### src/rtl/coms_cfg.svh
`ifndef COMS_CFG_SVH
`define COMS_CFG_SVH

//////////////////////////////////////////////////////////////////////
// serial line timing
//////////////////////////////////////////////////////////////////////

// clock cycles per serial bit
`define CLKS_PER_BIT 16

//////////////////////////////////////////////////////////////////////
// frame layout
//////////////////////////////////////////////////////////////////////

`define STATUS_REQUEST_MAGIC 32'hDABBAD00
`define STATUS_REQUEST_LENGTH 7
`define SETPOINT_MAGIC 32'hB16B00B5
`define SETPOINT_LENGTH 11
`define STATUS_MAGIC 32'h1CEB00DA
`define STATUS_LENGTH 21

// longest request that has to fit in the receive window
`define RX_WINDOW_LENGTH 11

// single byte replies
`define ACK_BYTE 8'hFF
`define NACK_BYTE 8'h00

// crc-16, x^16+x^15+x^2+1, msb first, no final inversion
`define CRC_INIT 16'hFFFF
`define CRC_POLY 16'h8005

`endif

### src/rtl/coms_pkg.sv
package coms_pkg;

	// kind of request that the matcher recognised
	typedef enum logic {
		KIND_STATUS_REQUEST,
		KIND_SETPOINT
	} frame_kind_e;

	typedef enum logic [1:0] {
		M_IDLE,
		M_CHECK,
		M_COMPARE,
		M_HOLD
	} matcher_state_e;

	// payload, then the two crc bytes, or one ack/nack byte
	typedef enum logic [2:0] {
		R_IDLE,
		R_PAYLOAD,
		R_CRC_HI,
		R_CRC_LO,
		R_SINGLE
	} responder_state_e;

endpackage

### src/rtl/uart_pkg.sv
package uart_pkg;

	typedef logic [7:0] byte_t;

	// shared by receiver and transmitter
	typedef enum logic [1:0] {
		UART_IDLE,
		UART_START,
		UART_DATA,
		UART_STOP
	} uart_state_e;

endpackage

### src/rtl/cmd_if.sv
`timescale 1ns/100ps

// matched request, handed from frame matcher to responder
interface cmd_if import coms_pkg::*; ();

	logic cmd_valid;
	logic cmd_ready;
	frame_kind_e cmd_kind;
	logic crc_ok;

	modport matcher (output cmd_valid, output cmd_kind, output crc_ok, input cmd_ready);

	modport responder (input cmd_valid, input cmd_kind, input crc_ok, output cmd_ready);

endinterface

### src/rtl/coms_responder.sv
`timescale 1ns/100ps

module coms_responder import uart_pkg::*; (
	input logic CLK,
	input logic reset,
	input logic rx_i,
	input byte_t id,
	input logic signed [31:0] position,
	input logic signed [31:0] velocity,
	input logic signed [31:0] displacement,
	input logic [15:0] current,
	output logic tx_o,
	output logic tx_enable
);

	logic rx_valid;
	byte_t rx_byte;
	logic tx_valid;
	logic tx_ready;
	byte_t tx_byte;

	cmd_if cmd_bus ();

	uart_rx u_rx (
		.CLK(CLK),
		.reset(reset),
		.rx_i(rx_i),
		.rx_valid(rx_valid),
		.rx_byte(rx_byte)
	);

	frame_matcher u_matcher (
		.CLK(CLK),
		.reset(reset),
		.rx_valid(rx_valid),
		.rx_byte(rx_byte),
		.cmd(cmd_bus.matcher)
	);

	status_responder u_responder (
		.CLK(CLK),
		.reset(reset),
		.id(id),
		.position(position),
		.velocity(velocity),
		.displacement(displacement),
		.current(current),
		.tx_ready(tx_ready),
		.tx_valid(tx_valid),
		.tx_byte(tx_byte),
		.cmd(cmd_bus.responder)
	);

	// line driver enable follows the character on the wire
	uart_tx u_tx (
		.CLK(CLK),
		.reset(reset),
		.tx_valid(tx_valid),
		.tx_byte(tx_byte),
		.tx_ready(tx_ready),
		.tx_o(tx_o),
		.tx_enable(tx_enable)
	);

endmodule

### src/rtl/crc16_engine.sv
`timescale 1ns/100ps
`include "coms_cfg.svh"

module crc16_engine import uart_pkg::*; (
	input logic CLK,
	input logic reset,
	input logic crc_init,
	input logic crc_step,
	input byte_t crc_byte,
	output logic [15:0] crc
);

	// eight serial steps unrolled into one cycle, msb first
	function automatic logic [15:0] fold_byte(input logic [15:0] c, input byte_t d);
		logic [15:0] r;
		logic fb;
		r = c;
		for (int i = 7; i >= 0; i--) begin
			fb = r[15] ^ d[i];
			r = {r[14:0], 1'b0};
			if (fb) r = r ^ `CRC_POLY;
		end
		return r;
	endfunction

	always_ff @(posedge CLK or posedge reset) begin
		if (reset) begin
			crc <= `CRC_INIT;
		end else if (crc_init) begin
			crc <= `CRC_INIT;
		end else if (crc_step) begin
			crc <= fold_byte(crc, crc_byte);
		end
	end

endmodule

### src/rtl/frame_matcher.sv
`timescale 1ns/100ps
`include "coms_cfg.svh"

module frame_matcher import uart_pkg::*, coms_pkg::*; (
	input logic CLK,
	input logic reset,
	input logic rx_valid,
	input byte_t rx_byte,
	cmd_if.matcher cmd
);

	localparam int IDX_W = $clog2(`RX_WINDOW_LENGTH);

	// win[0] is the newest byte
	byte_t win [`RX_WINDOW_LENGTH];
	matcher_state_e state;
	logic new_byte;
	logic [IDX_W-1:0] idx;
	logic status_hit;
	logic setpoint_hit;
	logic issue;
	logic crc_init;
	logic crc_step;
	byte_t crc_byte;
	logic [15:0] crc;

	// magic sits in the oldest four bytes of a frame
	assign status_hit = {win[`STATUS_REQUEST_LENGTH-1], win[`STATUS_REQUEST_LENGTH-2],
		win[`STATUS_REQUEST_LENGTH-3], win[`STATUS_REQUEST_LENGTH-4]} == `STATUS_REQUEST_MAGIC;
	assign setpoint_hit = {win[`SETPOINT_LENGTH-1], win[`SETPOINT_LENGTH-2],
		win[`SETPOINT_LENGTH-3], win[`SETPOINT_LENGTH-4]} == `SETPOINT_MAGIC;

	assign issue = cmd.cmd_valid && cmd.cmd_ready;

	//////////////////////////////////////////////////////////////////////
	// receive window
	//////////////////////////////////////////////////////////////////////

	always_ff @(posedge CLK or posedge reset) begin
		if (reset) begin
			for (int i = 0; i < `RX_WINDOW_LENGTH; i++) win[i] <= '0;
			new_byte <= 1'b0;
		end else begin
			new_byte <= rx_valid;
			// cleared on issue so the same frame is answered once
			if (issue) begin
				for (int i = 0; i < `RX_WINDOW_LENGTH; i++) win[i] <= '0;
			end else if (rx_valid) begin
				win[0] <= rx_byte;
				for (int i = 1; i < `RX_WINDOW_LENGTH; i++) win[i] <= win[i-1];
			end
		end
	end

	//////////////////////////////////////////////////////////////////////
	// match, crc check and command issue
	//////////////////////////////////////////////////////////////////////

	assign crc_init = (state == M_IDLE);
	assign crc_step = (state == M_CHECK);
	assign crc_byte = win[idx];

	crc16_engine u_crc (
		.CLK(CLK),
		.reset(reset),
		.crc_init(crc_init),
		.crc_step(crc_step),
		.crc_byte(crc_byte),
		.crc(crc)
	);

	always_ff @(posedge CLK or posedge reset) begin
		if (reset) begin
			state <= M_IDLE;
			idx <= '0;
			cmd.cmd_valid <= 1'b0;
			cmd.cmd_kind <= KIND_STATUS_REQUEST;
			cmd.crc_ok <= 1'b0;
		end else begin
			case (state)
				M_IDLE: begin
					if (new_byte && status_hit) begin
						cmd.cmd_kind <= KIND_STATUS_REQUEST;
						idx <= IDX_W'(`STATUS_REQUEST_LENGTH - 1);
						state <= M_CHECK;
					end else if (new_byte && setpoint_hit) begin
						cmd.cmd_kind <= KIND_SETPOINT;
						idx <= IDX_W'(`SETPOINT_LENGTH - 1);
						state <= M_CHECK;
					end
				end
				M_CHECK: begin
					// oldest byte first, stop before the two crc bytes
					if (idx == IDX_W'(2)) state <= M_COMPARE;
					else idx <= idx - 1'b1;
				end
				M_COMPARE: begin
					cmd.crc_ok <= (crc == {win[1], win[0]});
					cmd.cmd_valid <= 1'b1;
					state <= M_HOLD;
				end
				M_HOLD: begin
					if (cmd.cmd_ready) begin
						cmd.cmd_valid <= 1'b0;
						state <= M_IDLE;
					end
				end
				default: state <= M_IDLE;
			endcase
		end
	end

	a_cmd_held: assert property (@(posedge CLK) disable iff (reset)
		cmd.cmd_valid && !cmd.cmd_ready |=>
		cmd.cmd_valid && $stable(cmd.cmd_kind) && $stable(cmd.crc_ok));

endmodule

### src/rtl/status_responder.sv
`timescale 1ns/100ps
`include "coms_cfg.svh"

module status_responder import uart_pkg::*, coms_pkg::*; (
	input logic CLK,
	input logic reset,
	input byte_t id,
	input logic signed [31:0] position,
	input logic signed [31:0] velocity,
	input logic signed [31:0] displacement,
	input logic [15:0] current,
	input logic tx_ready,
	output logic tx_valid,
	output byte_t tx_byte,
	cmd_if.responder cmd
);

	// status frame minus its two crc bytes
	localparam int PAYLOAD_LEN = `STATUS_LENGTH - 2;
	localparam logic [4:0] LAST_IDX = 5'(PAYLOAD_LEN - 1);

	responder_state_e state;
	logic [4:0] idx;
	logic [PAYLOAD_LEN*8-1:0] payload;
	byte_t single_byte;
	logic accept;
	logic crc_init;
	logic crc_step;
	logic [15:0] crc;

	assign cmd.cmd_ready = (state == R_IDLE);
	assign tx_valid = (state != R_IDLE);
	assign accept = tx_valid && tx_ready;

	always_comb begin
		case (state)
			R_PAYLOAD: tx_byte = payload[8*(PAYLOAD_LEN-1-int'(idx)) +: 8];
			R_CRC_HI: tx_byte = crc[15:8];
			R_CRC_LO: tx_byte = crc[7:0];
			default: tx_byte = single_byte;
		endcase
	end

	// running crc over the payload bytes as the transmitter takes them
	assign crc_init = (state == R_IDLE);
	assign crc_step = accept && (state == R_PAYLOAD);

	crc16_engine u_crc (
		.CLK(CLK),
		.reset(reset),
		.crc_init(crc_init),
		.crc_step(crc_step),
		.crc_byte(tx_byte),
		.crc(crc)
	);

	// telemetry is frozen at the moment the command is taken
	always_ff @(posedge CLK) begin
		if (state == R_IDLE && cmd.cmd_valid) begin
			payload <= {`STATUS_MAGIC, id, position, velocity, displacement, current};
			single_byte <= (cmd.cmd_kind == KIND_SETPOINT && cmd.crc_ok) ? `ACK_BYTE : `NACK_BYTE;
		end
	end

	always_ff @(posedge CLK or posedge reset) begin
		if (reset) begin
			state <= R_IDLE;
			idx <= '0;
		end else begin
			case (state)
				R_IDLE: begin
					if (cmd.cmd_valid) begin
						idx <= '0;
						if (cmd.cmd_kind == KIND_STATUS_REQUEST && cmd.crc_ok) state <= R_PAYLOAD;
						else state <= R_SINGLE;
					end
				end
				R_PAYLOAD: begin
					if (accept) begin
						if (idx == LAST_IDX) state <= R_CRC_HI;
						else idx <= idx + 1'b1;
					end
				end
				R_CRC_HI: if (accept) state <= R_CRC_LO;
				R_CRC_LO: if (accept) state <= R_IDLE;
				R_SINGLE: if (accept) state <= R_IDLE;
				default: state <= R_IDLE;
			endcase
		end
	end

	a_payload_idx: assert property (@(posedge CLK) disable iff (reset)
		(state == R_PAYLOAD) |-> (idx < 5'(`STATUS_LENGTH - 2)));

endmodule

### src/rtl/uart_rx.sv
`timescale 1ns/100ps
`include "coms_cfg.svh"

module uart_rx import uart_pkg::*; (
	input logic CLK,
	input logic reset,
	input logic rx_i,
	output logic rx_valid,
	output byte_t rx_byte
);

	localparam int CNT_W = $clog2(`CLKS_PER_BIT);
	localparam logic [CNT_W-1:0] CNT_LAST = CNT_W'(`CLKS_PER_BIT - 1);
	localparam logic [CNT_W-1:0] CNT_MID = CNT_W'(`CLKS_PER_BIT / 2 - 1);

	uart_state_e state;
	logic rx_meta;
	logic rx_sync;
	logic rx_prev;
	logic [CNT_W-1:0] cnt;
	logic [2:0] bit_idx;

	// two flop synchronizer plus one more for edge detection
	always_ff @(posedge CLK or posedge reset) begin
		if (reset) begin
			rx_meta <= 1'b1;
			rx_sync <= 1'b1;
			rx_prev <= 1'b1;
		end else begin
			rx_meta <= rx_i;
			rx_sync <= rx_meta;
			rx_prev <= rx_sync;
		end
	end

	always_ff @(posedge CLK or posedge reset) begin
		if (reset) begin
			state <= UART_IDLE;
			cnt <= '0;
			bit_idx <= '0;
			rx_valid <= 1'b0;
		end else begin
			rx_valid <= 1'b0;
			case (state)
				UART_IDLE: begin
					cnt <= '0;
					if (rx_prev && !rx_sync) state <= UART_START;
				end
				UART_START: begin
					// a glitch that is high again at mid start bit is dropped
					if (cnt == CNT_MID) begin
						cnt <= '0;
						bit_idx <= '0;
						state <= rx_sync ? UART_IDLE : UART_DATA;
					end else begin
						cnt <= cnt + 1'b1;
					end
				end
				UART_DATA: begin
					if (cnt == CNT_LAST) begin
						cnt <= '0;
						if (bit_idx == 3'd7) state <= UART_STOP;
						else bit_idx <= bit_idx + 1'b1;
					end else begin
						cnt <= cnt + 1'b1;
					end
				end
				UART_STOP: begin
					if (cnt == CNT_LAST) begin
						rx_valid <= 1'b1;
						state <= UART_IDLE;
					end else begin
						cnt <= cnt + 1'b1;
					end
				end
				default: state <= UART_IDLE;
			endcase
		end
	end

	// lsb arrives first, so shift in from the top
	always_ff @(posedge CLK) begin
		if (state == UART_DATA && cnt == CNT_LAST) rx_byte <= {rx_sync, rx_byte[7:1]};
	end

endmodule

### src/rtl/uart_tx.sv
`timescale 1ns/100ps
`include "coms_cfg.svh"

module uart_tx import uart_pkg::*; (
	input logic CLK,
	input logic reset,
	input logic tx_valid,
	input byte_t tx_byte,
	output logic tx_ready,
	output logic tx_o,
	output logic tx_enable
);

	localparam int CNT_W = $clog2(`CLKS_PER_BIT);
	localparam logic [CNT_W-1:0] CNT_LAST = CNT_W'(`CLKS_PER_BIT - 1);

	uart_state_e state;
	logic [CNT_W-1:0] cnt;
	logic [2:0] bit_idx;
	byte_t shreg;

	assign tx_ready = (state == UART_IDLE);

	always_ff @(posedge CLK or posedge reset) begin
		if (reset) begin
			state <= UART_IDLE;
			cnt <= '0;
			bit_idx <= '0;
			tx_o <= 1'b1;
			tx_enable <= 1'b0;
		end else begin
			case (state)
				UART_IDLE: begin
					cnt <= '0;
					if (tx_valid) begin
						// start bit goes on the line from the next cycle
						tx_o <= 1'b0;
						tx_enable <= 1'b1;
						state <= UART_START;
					end
				end
				UART_START: begin
					if (cnt == CNT_LAST) begin
						cnt <= '0;
						bit_idx <= '0;
						tx_o <= shreg[0];
						state <= UART_DATA;
					end else begin
						cnt <= cnt + 1'b1;
					end
				end
				UART_DATA: begin
					if (cnt == CNT_LAST) begin
						cnt <= '0;
						if (bit_idx == 3'd7) begin
							tx_o <= 1'b1;
							state <= UART_STOP;
						end else begin
							bit_idx <= bit_idx + 1'b1;
							tx_o <= shreg[1];
						end
					end else begin
						cnt <= cnt + 1'b1;
					end
				end
				UART_STOP: begin
					// driver released only after the full stop bit
					if (cnt == CNT_LAST) begin
						tx_enable <= 1'b0;
						state <= UART_IDLE;
					end else begin
						cnt <= cnt + 1'b1;
					end
				end
				default: state <= UART_IDLE;
			endcase
		end
	end

	always_ff @(posedge CLK) begin
		if (state == UART_IDLE && tx_valid) shreg <= tx_byte;
		else if (state == UART_DATA && cnt == CNT_LAST) shreg <= shreg >> 1;
	end

	a_enable_off_in_idle: assert property (@(posedge CLK) disable iff (reset)
		(state == UART_IDLE) |-> !tx_enable);

endmodule

### config.mk
export PLATFORM = sky130hd
export DESIGN_NAME = coms_responder
export DESIGN_NICKNAME = d
export VERILOG_FILES = /design/src/rtl/coms_pkg.sv /design/src/rtl/uart_pkg.sv /design/src/rtl/cmd_if.sv /design/src/rtl/coms_responder.sv /design/src/rtl/crc16_engine.sv /design/src/rtl/frame_matcher.sv /design/src/rtl/status_responder.sv /design/src/rtl/uart_rx.sv /design/src/rtl/uart_tx.sv
export VERILOG_INCLUDE_DIRS = /design/src /design/src/rtl
export SDC_FILE = /design/constraint.sdc
export NUM_CORES = 1
export LEC_CHECK = 0
export ABC_AREA = 1
export BUFFER_PORTS_ARGS = -buffer_cell sky130_fd_sc_hd__buf_2
export CAP_MARGIN = 20
export CELL_PAD_IN_SITES_DETAIL_PLACEMENT = 1
export CELL_PAD_IN_SITES_GLOBAL_PLACEMENT = 1
export CORE_UTILIZATION = 40
export DETAILED_ROUTE_END_ITERATION = 10
export PLACE_DENSITY_LB_ADDON = 0.1
export SLEW_MARGIN = 15
export SYNTH_ARGS = -nofsm -noshare
export SYNTH_HDL_FRONTEND = slang
export SYNTH_SLANG_ARGS = --single-unit
### constraint.sdc
create_clock -name CLK -period 8.5 [get_ports CLK]
set_input_delay 0.85 -clock CLK [delete_from_list [all_inputs] [get_ports CLK]]
set_output_delay 0.85 -clock CLK [all_outputs]
set_load 0.005 [all_outputs]
# --- Yosys cells after proc, flatten, opt, wreduce, memory -nomap -nowiden ---
# Index checks and enable logic that the tools add are counted.
# Widths: inputs -> output; s select.
totals:
  in_bits: 123
  register_bits: 306
  elab_cells: 287
op_classes:
  n_reduce_logical: 41
  add_sub_neg: 7
  order_cmp: 1
  n_eq_ne: 47
  muxes: 119
  shift: 1
  bitwise_logic: 34
ops:
  columns: ["op", "count"]
  rows:
  - ["$mux 16", 48]
  - ["$mux 88", 2]
  - ["$shiftx 152x32->8", 1]
  - ["$eq 32x32->1 const B", 2]
  - ["$not 3->3", 16]
  - ["$mux 8", 5]
  - ["$mux 3", 12]
  - ["$bmux 8 s4", 1]
  - ["$mux 4", 8]
  - ["$mux 2", 15]
  - ["$ne 2x1->1 const B", 14]
  - ["$pmux 2 s4", 3]
  - ["$pmux 8 s3", 1]
  - ["$reduce_bool 2->1", 10]
  - ["$ne 2x2->1 const B", 9]
  - ["$eq 16x16->1", 1]
  - ["$pmux 4 s4", 1]
  - ["$reduce_and 4->1", 4]
  - ["$xor 1x1->1", 16]
  - ["$mux 5", 3]
  - ["$reduce_and 5->1", 3]
  - ["$eq 2x2->1 const B", 6]
  - ["$pmux 3 s2", 2]
  - ["$pmux 3 s4", 1]
  - ["31 further kinds", 66]

# --- Logic depth before layout (Yosys ltp) ---
# Gate-level depths: netlist (run 1).
logic_depth:
  word_depth: 36
  mapped_depth: 34
  depth_no_buf: 32

# --- By module ---
# A second synthesis (run 1) with hierarchy kept.
unflattened:
  hier_cells: 1729
  area_unflattened_um2: 15486.1
modules_own_cells:
  columns: ["module", "n_inst", "area_per_inst_um2", "cells_per_inst"]
  rows:
  - ["status_responder", 1, 6033.3, 578]
  - ["frame_matcher", 1, 5260.0, 681]
  - ["crc16_engine", 2, 1108.6, 132]
  - ["uart_tx", 1, 1051.0, 116]
  - ["uart_rx", 1, 924.6, 90]

# --- Worst setup path before layout (run 1) ---
# Ideal clock, no wire load.
synth_timing:
  path_type: "register to register"
  startpoint: "reg u_responder.state[0]"
  endpoint: "reg u_matcher.win[24] in the netlist's numbering"
  stages_incl_launch_ff: 13
  arrival_ps: 7561
  synth_period_minus_slack_ps: 7680
  n_path_buf: 3
  slack_ps: 820
  required_ps: 8381
  path_cell_list: "dfrtp_1 nor2_1 inv_1 nor2_1 inv_1 nor2_1 or2_2 clkbuf_1 clkbuf_1 buf_1 nor2_1 a31oi_1 inv_1"
synth_via:
  elab_chain_cells: 3
  elab_cells_between_ends: 4
  classes_between: "mux: 1; reduce/logical: 3"
synth_lines:
  columns: ["item", "line", "rtl"]
  rows:
  - ["from (decl)", "status_responder.sv:22", "responder_state_e state;"]
  - ["from (signal assigned)", "status_responder.sv:67", "state <= R_IDLE;"]
  - ["from (signal assigned)", "status_responder.sv:74", "if (cmd.cmd_kind == KIND_STATUS_REQUEST && cmd.crc_ok) state <= R_PAYLOAD;"]
  - ["from (signal assigned)", "status_responder.sv:75", "else state <= R_SINGLE;"]
  - ["$logic_not 3->1 (*)", "status_responder.sv:31", "assign cmd.cmd_ready = (state == R_IDLE);"]
  - ["$logic_and 1x1->1 (*)", "frame_matcher.sv:33", "assign issue = cmd.cmd_valid && cmd.cmd_ready;"]
  - ["net u_matcher.issue", "frame_matcher.sv:21", "logic issue;"]
  - ["$mux 88 or $reduce_bool 2->1 (tied branches)", null, null]
  - ["to (decl)", "frame_matcher.sv:15", "byte_t win [`RX_WINDOW_LENGTH];"]
# Mark *: on every way through the listed nets, which the timed path passes. The rest lies on a longest branch.
# A chain may end at the register's enable or synchronous reset.

# --- Final worst setup path (run 1) ---
layout_timing:
  startpoint: "reg u_responder.idx[0]"
  endpoint: "reg u_responder.u_crc.crc[15]"
layout_via:
  elab_chain_cells: 35
layout_lines:
  columns: ["item", "line", "rtl"]
  rows:
  - ["from (decl)", "status_responder.sv:23", "logic [4:0] idx;"]
  - ["from (signal assigned)", "status_responder.sv:81", "else idx <= idx + 1'b1;"]
  - ["$sub 5x5->6 (*)", "status_responder.sv:37", "R_PAYLOAD: tx_byte = payload[8*(PAYLOAD_LEN-1-int'(idx)) +: 8];"]
  - ["$shiftx 152x32->8 (*)", "status_responder.sv:37", null]
  - ["$pmux 8 s3 (*)", "status_responder.sv:36", "case (state)"]
  - ["$xor 1x1->1", "crc16_engine.sv:19", "fb = r[15] ^ d[i];"]
  - ["$mux 16", "crc16_engine.sv:21", "if (fb) r = r ^ `CRC_POLY;"]
  - ["$mux 16", "crc16_engine.sv:31", "end else if (crc_step) begin"]
  - ["$mux 16", "crc16_engine.sv:29", "end else if (crc_init) begin"]
  - ["$xor 1x1->1", "crc16_engine.sv:19", null]
  - ["[19 not listed]", null, null]
  - ["$xor 1x1->1", "crc16_engine.sv:19", null]
  - ["$mux 16", "crc16_engine.sv:21", null]
  - ["$mux 16", "crc16_engine.sv:31", null]
  - ["$mux 16", "crc16_engine.sv:29", null]
  - ["$xor 1x1->1 (*)", "crc16_engine.sv:19", null]
  - ["$mux 16 (*)", "crc16_engine.sv:21", null]
  - ["$mux 16 (*)", "crc16_engine.sv:31", null]
  - ["$mux 16 (*)", "crc16_engine.sv:29", null]
  - ["to (signal assigned)", "crc16_engine.sv:28", "crc <= `CRC_INIT;"]
  - ["to (signal assigned)", "crc16_engine.sv:30", "crc <= `CRC_INIT;"]
  - ["to (signal assigned)", "crc16_engine.sv:32", "crc <= fold_byte(crc, crc_byte);"]
  - ["to (decl)", "crc16_engine.sv:10", "output logic [15:0] crc"]
# Every way passes the cells marked *; elsewhere a longest branch is shown, timed or not. The select of a mux whose other input is x is not followed.

==> results.cfg, run 1 <==
[synthesis]
synth_edf_count = 137
synthCells = 1605
synth_top_cell_area_share = 0.279
synthSimpleGateAreaFrac = 0.165
synth_xor_xnor_area_share = 0.0258
synth_top_family_by_area = simple AND/OR/NAND/NOR gates
syn_nets = 1748
synth_area_um2 = 14800
synth_seq_cells = 299
synth_mux_area_frac = 0.000763
synthArstFlopShare = 0.542
synth_compound_area_frac = 0.142
yosys-top-cells-area = edfxtp_1, dfrtp_1, inv_1
yosys.area.top_type = edfxtp_1
ys_seq_area_frac = 0.556
synth_flop_cell = edfxtp_1
yosysWarnings = 0
synth_cell_types = 55
synth_adder_area_share = 0.0169
syn_avg_cell_area_um2 = 9.20

[setup_path]
r2r-start = u_responder.idx[0]
cp.required_ns = 8.97
cp_max_fo = 24
r2r_end = u_responder.u_crc.crc[15]
path_buf_inv = 3
r2r_setup_slack_ns = 3.81
crit_family = simple AND/OR/NAND/NOR gates
cp.arrival_ns = 5.16
worst_path_max_delay_cell = inv_1
crit_type = flop to flop
crit_path_end_kind = flop
crit_path_frequent_cell = nand2_2
crit_path_start_kind = flop
max_stage_delay_ns = 0.68
r2r_cells = 25

[floorplanning]
die_h_um = 194
die_w_um = 194
start_util = 0.405
rows = 70
die_area_um2 = 37700
core_area_um2 = 36400
io_pins = 125

[finish]
final_common_cell = inv_1
drive_gt1_frac = 0.160
fin_util = 0.464
area_delta_synth_final_pct = 14.4
multi_input_comb_area_um2 = 5190
fill_cells = 4256
finalNetCount = 1857
seqCellArea_um2 = 8210
final_cell_mix = inv_1, nand2_1, nor2_1, edfxtp_1, dfrtp_1

[min_path]
hp-start = u_rx.rx_meta
hold_end = u_rx.rx_sync
hold_class = flop to flop
min_path_cells = 0

[status]
status = complete, no violations

[sta]
timing_max_transition_violations_final = 0
slew_headroom = 0.293
hold_violations = 0
tightest_slew_ns = 1.06
rsz0062_at_grt = false
period_share = 0.552
fin_setup_tns_ns = 0
finalSetupViolCount = 0
min_period_ns = 4.69
finalClockSkew_ns = 0.0206
fmax_mhz = 213

[clock_network]
cts-root-buf = clkbuf_16
postCtsSetupBuffers = 0
clk_latency_ns = 0.55
tritoncts = yes
postCtsHoldBufs = 0
clk_pin_slew_ns = 0.07
ctsResizeCount = 0
cts_max_level = 2
numCtsBuffers = 35
cts.sinks = 299
cts.path.max_buffers = 3

[pwr]
cellLeakagePower_nw = 7.80
power.density_nw_per_um2 = 192
p_total_mw = 3.25
ir_worst_vdd_mv = 0.173

[global_routing]
grt_overflow_total = 0
antenna_found_initial = 2
grt_pass1_wl_um = 69700
grt_max_degree = 91
grt_pass1_vias = 12400
track_usage = 0.236

[routing]
drc_errors = 0
drtIter0Drc = 718
routed_via_density = 5.36
first_pass_iters = 5
drt_wl_total_um = 43400
final_antenna_net_count = 0
wire_per_inst_um = 19.6
vias = 11900

[job]
drv_cap = 0

[place]
gp_congestion = 0.841
dp.final_hpwl_um = 29400
portBuffers = 124
-- layout make-up --
type	instances	share of cell area
Multi-Input combinational cell	957	0.307
Clock inverter	25	0.0124
Timing Repair Buffer	139	0.0434
Sequential cell	299	0.486
Clock buffer	38	0.0525
Antenna cell	3	0.000444
Tap cell	468	0.0347
Inverter	282	0.0630
-- worst max path at each step --
stage | from | to | slack [ns] | cells past startpoint
floorplan | u_responder.state[0] | u_matcher.win[24] | 0.82 | 12
global placement | u_responder.idx[0] | u_responder.u_crc.crc[15] | 4.11 | 25
detailed placement | u_responder.idx[0] | u_responder.u_crc.crc[15] | 3.90 | 26
CTS | u_responder.idx[0] | u_responder.u_crc.crc[15] | 3.85 | 25
global route | u_responder.idx[0] | u_responder.u_crc.crc[15] | 3.38 | 25
finish | u_responder.idx[0] | u_responder.u_crc.crc[15] | 3.81 | 25
-- Yosys cell counts (6+ instances only) --
cell,count
nand2_2,12
a221oi_1,8
nand2_1,191
dfrtp_1,126
xnor2_1,10
nor4_1,8
nand4_1,27
inv_1,269
clkbuf_1,47
edfxtp_1,137
nand3_2,6
nor3_1,9
a31oi_1,101
dfstp_2,36
nand3_1,97
xor2_1,23
ha_1,20
nor2_1,187
a21oi_1,63
o211ai_1,7
o22ai_1,12
inv_2,8
o21ai_0,90
o21ai_1,10
a22oi_1,23
buf_2,9
-- sequential cells by signal (all words and copies together) (netlist names), 2 cells and up, named ones only --
name and count:
u_matcher.u_crc.crc 16, u_rx.bit_idx 3, u_tx.bit_idx 3, u_rx.cnt 4, u_responder.payload 120, u_responder.state 3
u_tx.cnt 4, u_tx.state 2, u_matcher.state 2, u_rx.rx_byte 8, u_matcher.idx 4, u_responder.idx 5
u_tx.shreg 8, u_responder.u_crc.crc 16, u_matcher.win 88
-- worst reg2reg max path: stages (launching register included) --
cell and delay (ns):
dfrtp_1 0.66, inv_2 0.25, ha_1 0.36, inv_1 0.68, nand3_2 0.21, clkinv_2 0.31
a21oi_1 0.14, nor2_1 0.29, nand2_1 0.16, nand3_2 0.10, nand2_1 0.08, nand2_2 0.10
nand2_2 0.07, nand2_2 0.11, nand2_2 0.10, nand2_4 0.10, nand2_2 0.06, nand3_2 0.07
nand2_2 0.06, nand2_1 0.09, nand3_1 0.14, nand2_2 0.12, nand2_2 0.07, a21oi_1 0.14
nor2_1 0.07, nor2_1 0.08
-- power by group --
| group | leakage, nW | switching (mW) | internal, mW | total, mW |
|---|---|---|---|---|
| clock network | 0.548 | 0.624 | 0.850 | 1.47 |
| logic | 3.92 | 0.134 | 0.0843 | 0.218 |
| registers | 3.33 | 0.0213 | 1.54 | 1.56 |
| total | 7.80 | 0.779 | 2.47 | 3.25 |
-- stage by stage --
stage / area (um2) / std cells / setup WS, ns / hold slack, ns
finish: 16900 / 2211 / 3.81 / 0.358
floorplan: 14800 / 1605 / 0.820 / 0.345
detailed placement: 15800 / 2145 / 3.90 / 0.348
CTS: 16900 / 2208 / 3.85 / 0.355
global placement: 15800 / 2145 / 4.11 / 0.348
global route: 16900 / 2211 / 3.38 / 0.365
-- per-layer routing --
| layer | global-route usage | vias up | wire (um) |
|---|---|---|---|
| met4 | 0.0852 | 0 | 1330 |
| met3 | 0.0388 | 77 | 1490 |
| li1 | - | 5640 | - |
| met1 | 0.317 | 5915 | 19700 |
| met2 | 0.386 | 224 | 20900 |
| met5 | 0 | - | 0 |
-- logic make-up (layout without fill, tap and decap cells) --
kind of cell,Yosys count,count (layout)
AND/OR/NAND/NOR,551,551
buffers and inverters,349,484
AO/OA/AOI/OAI,347,347
flip-flops,299,299
XOR/XNOR,38,38
adder cells (fa/ha/maj),20,20
multiplexers,1,1
other,0,3
Note: power is estimated with default switching activity, not from simulation.
==> run 2, diff against run 1 <==
--- a/config.mk
+++ b/config.mk
@@ -6,7 +6,7 @@
 export SDC_FILE = /design/constraint.sdc
 export NUM_CORES = 1
 export LEC_CHECK = 0
-export ABC_AREA = 1
+export ABC_AREA = 0
 export BUFFER_PORTS_ARGS = -buffer_cell sky130_fd_sc_hd__buf_2
 export CAP_MARGIN = 20
 export CELL_PAD_IN_SITES_DETAIL_PLACEMENT = 1
==> constraint.sdc (replaced) <==
create_clock -name CLK -period 3.8 [get_ports CLK]
set_input_delay 0.38 -clock CLK [delete_from_list [all_inputs] [get_ports CLK]]
set_output_delay 0.38 -clock CLK [all_outputs]
set_load 0.005 [all_outputs]
==> results.cfg, run 2 <==
[min_path]
min_path_cells = 1
hold_class = primary input to flop
hold_end = u_responder.payload[8]
hp-start = current[8]

[finish]
fin_area_um2 = 17400
instances_no_fill = 1854
reg.largest.list = u_responder.payload: 120 flops, u_matcher.win: 88 flops
largest_reg_flops = 120
final_cell_mix = mux2i_1, nor2_1, edfxtp_1, dfrtp_1, buf_2
drive_gt1_frac = 0.227
top_register = u_responder.payload
final_common_cell = mux2i_1
area_delta_synth_final_pct = 18.6
finalNetCount = 1506

[clock_network]
cts.path.max_buffers = 3
cts.sinks = 299
clk_latency_ns = 0.54
cts_max_level = 2
cts-root-buf = clkbuf_16
tritoncts = yes
numCtsBuffers = 36
postCtsSetupBuffers = 0
clk_pin_slew_ns = 0.06

[synthesis]
synth_mux_area_frac = 0.128
synth_edf_count = 137
synth_cell_types = 88
synth_top_cell_area_share = 0.281
synth_adder_area_share = 0.0171
synth_xor_xnor_area_share = 0.0461
syn_nets = 1360
synth_area_um2 = 14700
synthTopCellsByCount = mux2i_1, nor2_1, edfxtp_1
synth_seq_cells = 299
syn_avg_cell_area_um2 = 12.0
yosysWarnings = 0
synthCells = 1217
yosys.area.top_type = edfxtp_1
yosysMostFrequentCell = mux2i_1
synthSimpleGateAreaFrac = 0.110
synth_top_family_by_area = multiplexers
synth_compound_area_frac = 0.109
yosys-top-cells-area = edfxtp_1, dfrtp_1, mux2i_1
synthArstFlopShare = 0.542
synth_flop_cell = edfxtp_1
ys_seq_area_frac = 0.560

[routing]
drtIter0Drc = 508
final_antenna_net_count = 0
routed_via_density = 5.45
drt_wl_total_um = 40500
vias = 10100
drc_errors = 15
wire_per_inst_um = 21.8
first_pass_iters = 11

[place]
gp_congestion = 0.974
post_dp_cell_area_um2 = 16000
dp.final_hpwl_um = 28100
dp_cells = 1774
portBuffers = 124

[pwr]
p_total_mw = 8.00
ir_worst_vdd_mv = 0.376
power.density_nw_per_um2 = 460
cellLeakagePower_nw = 7.02

[sta]
timing_max_transition_violations_final = 0
tightest_slew_ns = 0.920
rsz0062_at_grt = false
hold_violations = 0
min_period_ns = 3.61
finalSetupViolCount = 0
slew_headroom = 0.387
fin_setup_tns_ns = 0
fmax_mhz = 277
finalClockSkew_ns = 0.0163
period_share = 0.951

[global_routing]
grt_overflow_total = 0
grt_pass1_wl_um = 64000
antenna_found_initial = 2
track_usage = 0.220
grt_pass1_vias = 10800
grt_max_degree = 137

[setup_path]
crit_type = flop to flop
crit_path_end_kind = flop
r2r_setup_slack_ns = 0.19
r2r-start = u_responder.idx[0]
r2r_end = u_responder.u_crc.crc[15]
r2r_cells = 11
cp.arrival_ns = 4.07
crit_path_start_kind = flop
cp.required_ns = 4.26
cp_max_fo = 18

[status]
violations = DRC
status = finished, violations left

[floorplanning]
die_area_um2 = 37400
die_w_um = 193
start_util = 0.409
core_area_um2 = 35800
die_h_um = 193
io_pins = 125
rows = 69

[job]
drv_cap = 0
run 2: changes by cell type in the layout (fill, tap and decap cells not counted), sizes merged, moves of 51 or more:
cell	before	now
mux2i	0	140
nor2	195	140
a31oi	101	12
nand2	206	77
nand3	103	13
o21ai	100	49
inv	280	25
run 2: metal layers:
| metal | GRT usage | vias to the layer above | wire (um) |
|---|---|---|---|
| met2 | 0.376 | 188 | 20100 |
| li1 | - | 4752 | - |
| met5 | 0 | - | 0 |
| met3 | 0.0338 | 61 | 1430 |
| met1 | 0.285 | 5102 | 17900 |
| met4 | 0.0735 | 0 | 1050 |
run 2: layout make-up:
class	count	area, um2
Tap cell	461	577
Clock inverter	16	239
Sequential cell	299	8220
Multi-Input combinational cell	818	6030
Clock buffer	50	1040
Timing Repair Buffer	182	1170
Antenna cell	2	5.00
Inverter	26	101
Fill cell	3747	18500
run 2: timing repair:
item | CTS | global route
hold buffers | 12 | 0
endpoints found under the hold margin | 33 | 0
endpoints found under the setup margin | 0 | 3
resized for setup | 0 | 2
run 2: metrics by stage:
| step | hold slack [ns] | util | worst slack (ns) |
|---|---|---|---|
| after global placement | 0.280 | 0.446 | 0.206 |
| final | 0.0243 | 0.485 | 0.185 |
| after detailed placement | 0.279 | 0.446 | 0.163 |
| after CTS | 0.00112 | 0.484 | 0.109 |
| after global routing | 0.00727 | 0.485 | 0.00903 |
| after floorplan | 0.345 | - | 0.189 |
run 2: how the worst max path moves through the flow:
stage / from / cells after the start / slack (ns) / to
floorplan: u_responder.state[0] / 5 / 0.19 / u_responder.payload[0]
global placement: u_responder.idx[0] / 11 / 0.21 / u_responder.u_crc.crc[15]
detailed placement: u_responder.idx[0] / 11 / 0.16 / u_responder.u_crc.crc[15]
CTS: u_responder.idx[0] / 11 / 0.11 / u_responder.u_crc.crc[15]
global route: u_responder.idx[0] / 10 / 0.009 / u_responder.u_crc.crc[15]
finish: u_responder.idx[0] / 11 / 0.19 / u_responder.u_crc.crc[15]
run 2: report_power, final:
group,internal [mW],total [mW],leakage [nW],switching [mW]
Clock,2.32,3.70,0.626,1.38
Combinational,0.360,0.685,3.08,0.324
Sequential,3.47,3.61,3.32,0.146
run 2: logic make-up (layout without fill, tap and decap cells):
logic type,Yosys count,after routing
other,0,2
DFF,299,299
adders and majority gates,20,20
and+or+nand+nor,336,336
AOI/OAI and AO/OA,227,227
xor gates and xnor gates,69,69
muxes,166,166
buffers and inverters,100,274
run 2: critical path: stages, from the launching register on:
cell and delay, ns:
dfrtp_1 0.36, buf_4 0.26, ha_2 0.32, xor2_1 0.50
o2111ai_1 0.24, a31oi_1 0.35, o21ai_0 0.14, or3_1 0.38
xor2_1 0.26, xnor3_1 0.33, xor3_1 0.20, o21a_1 0.18
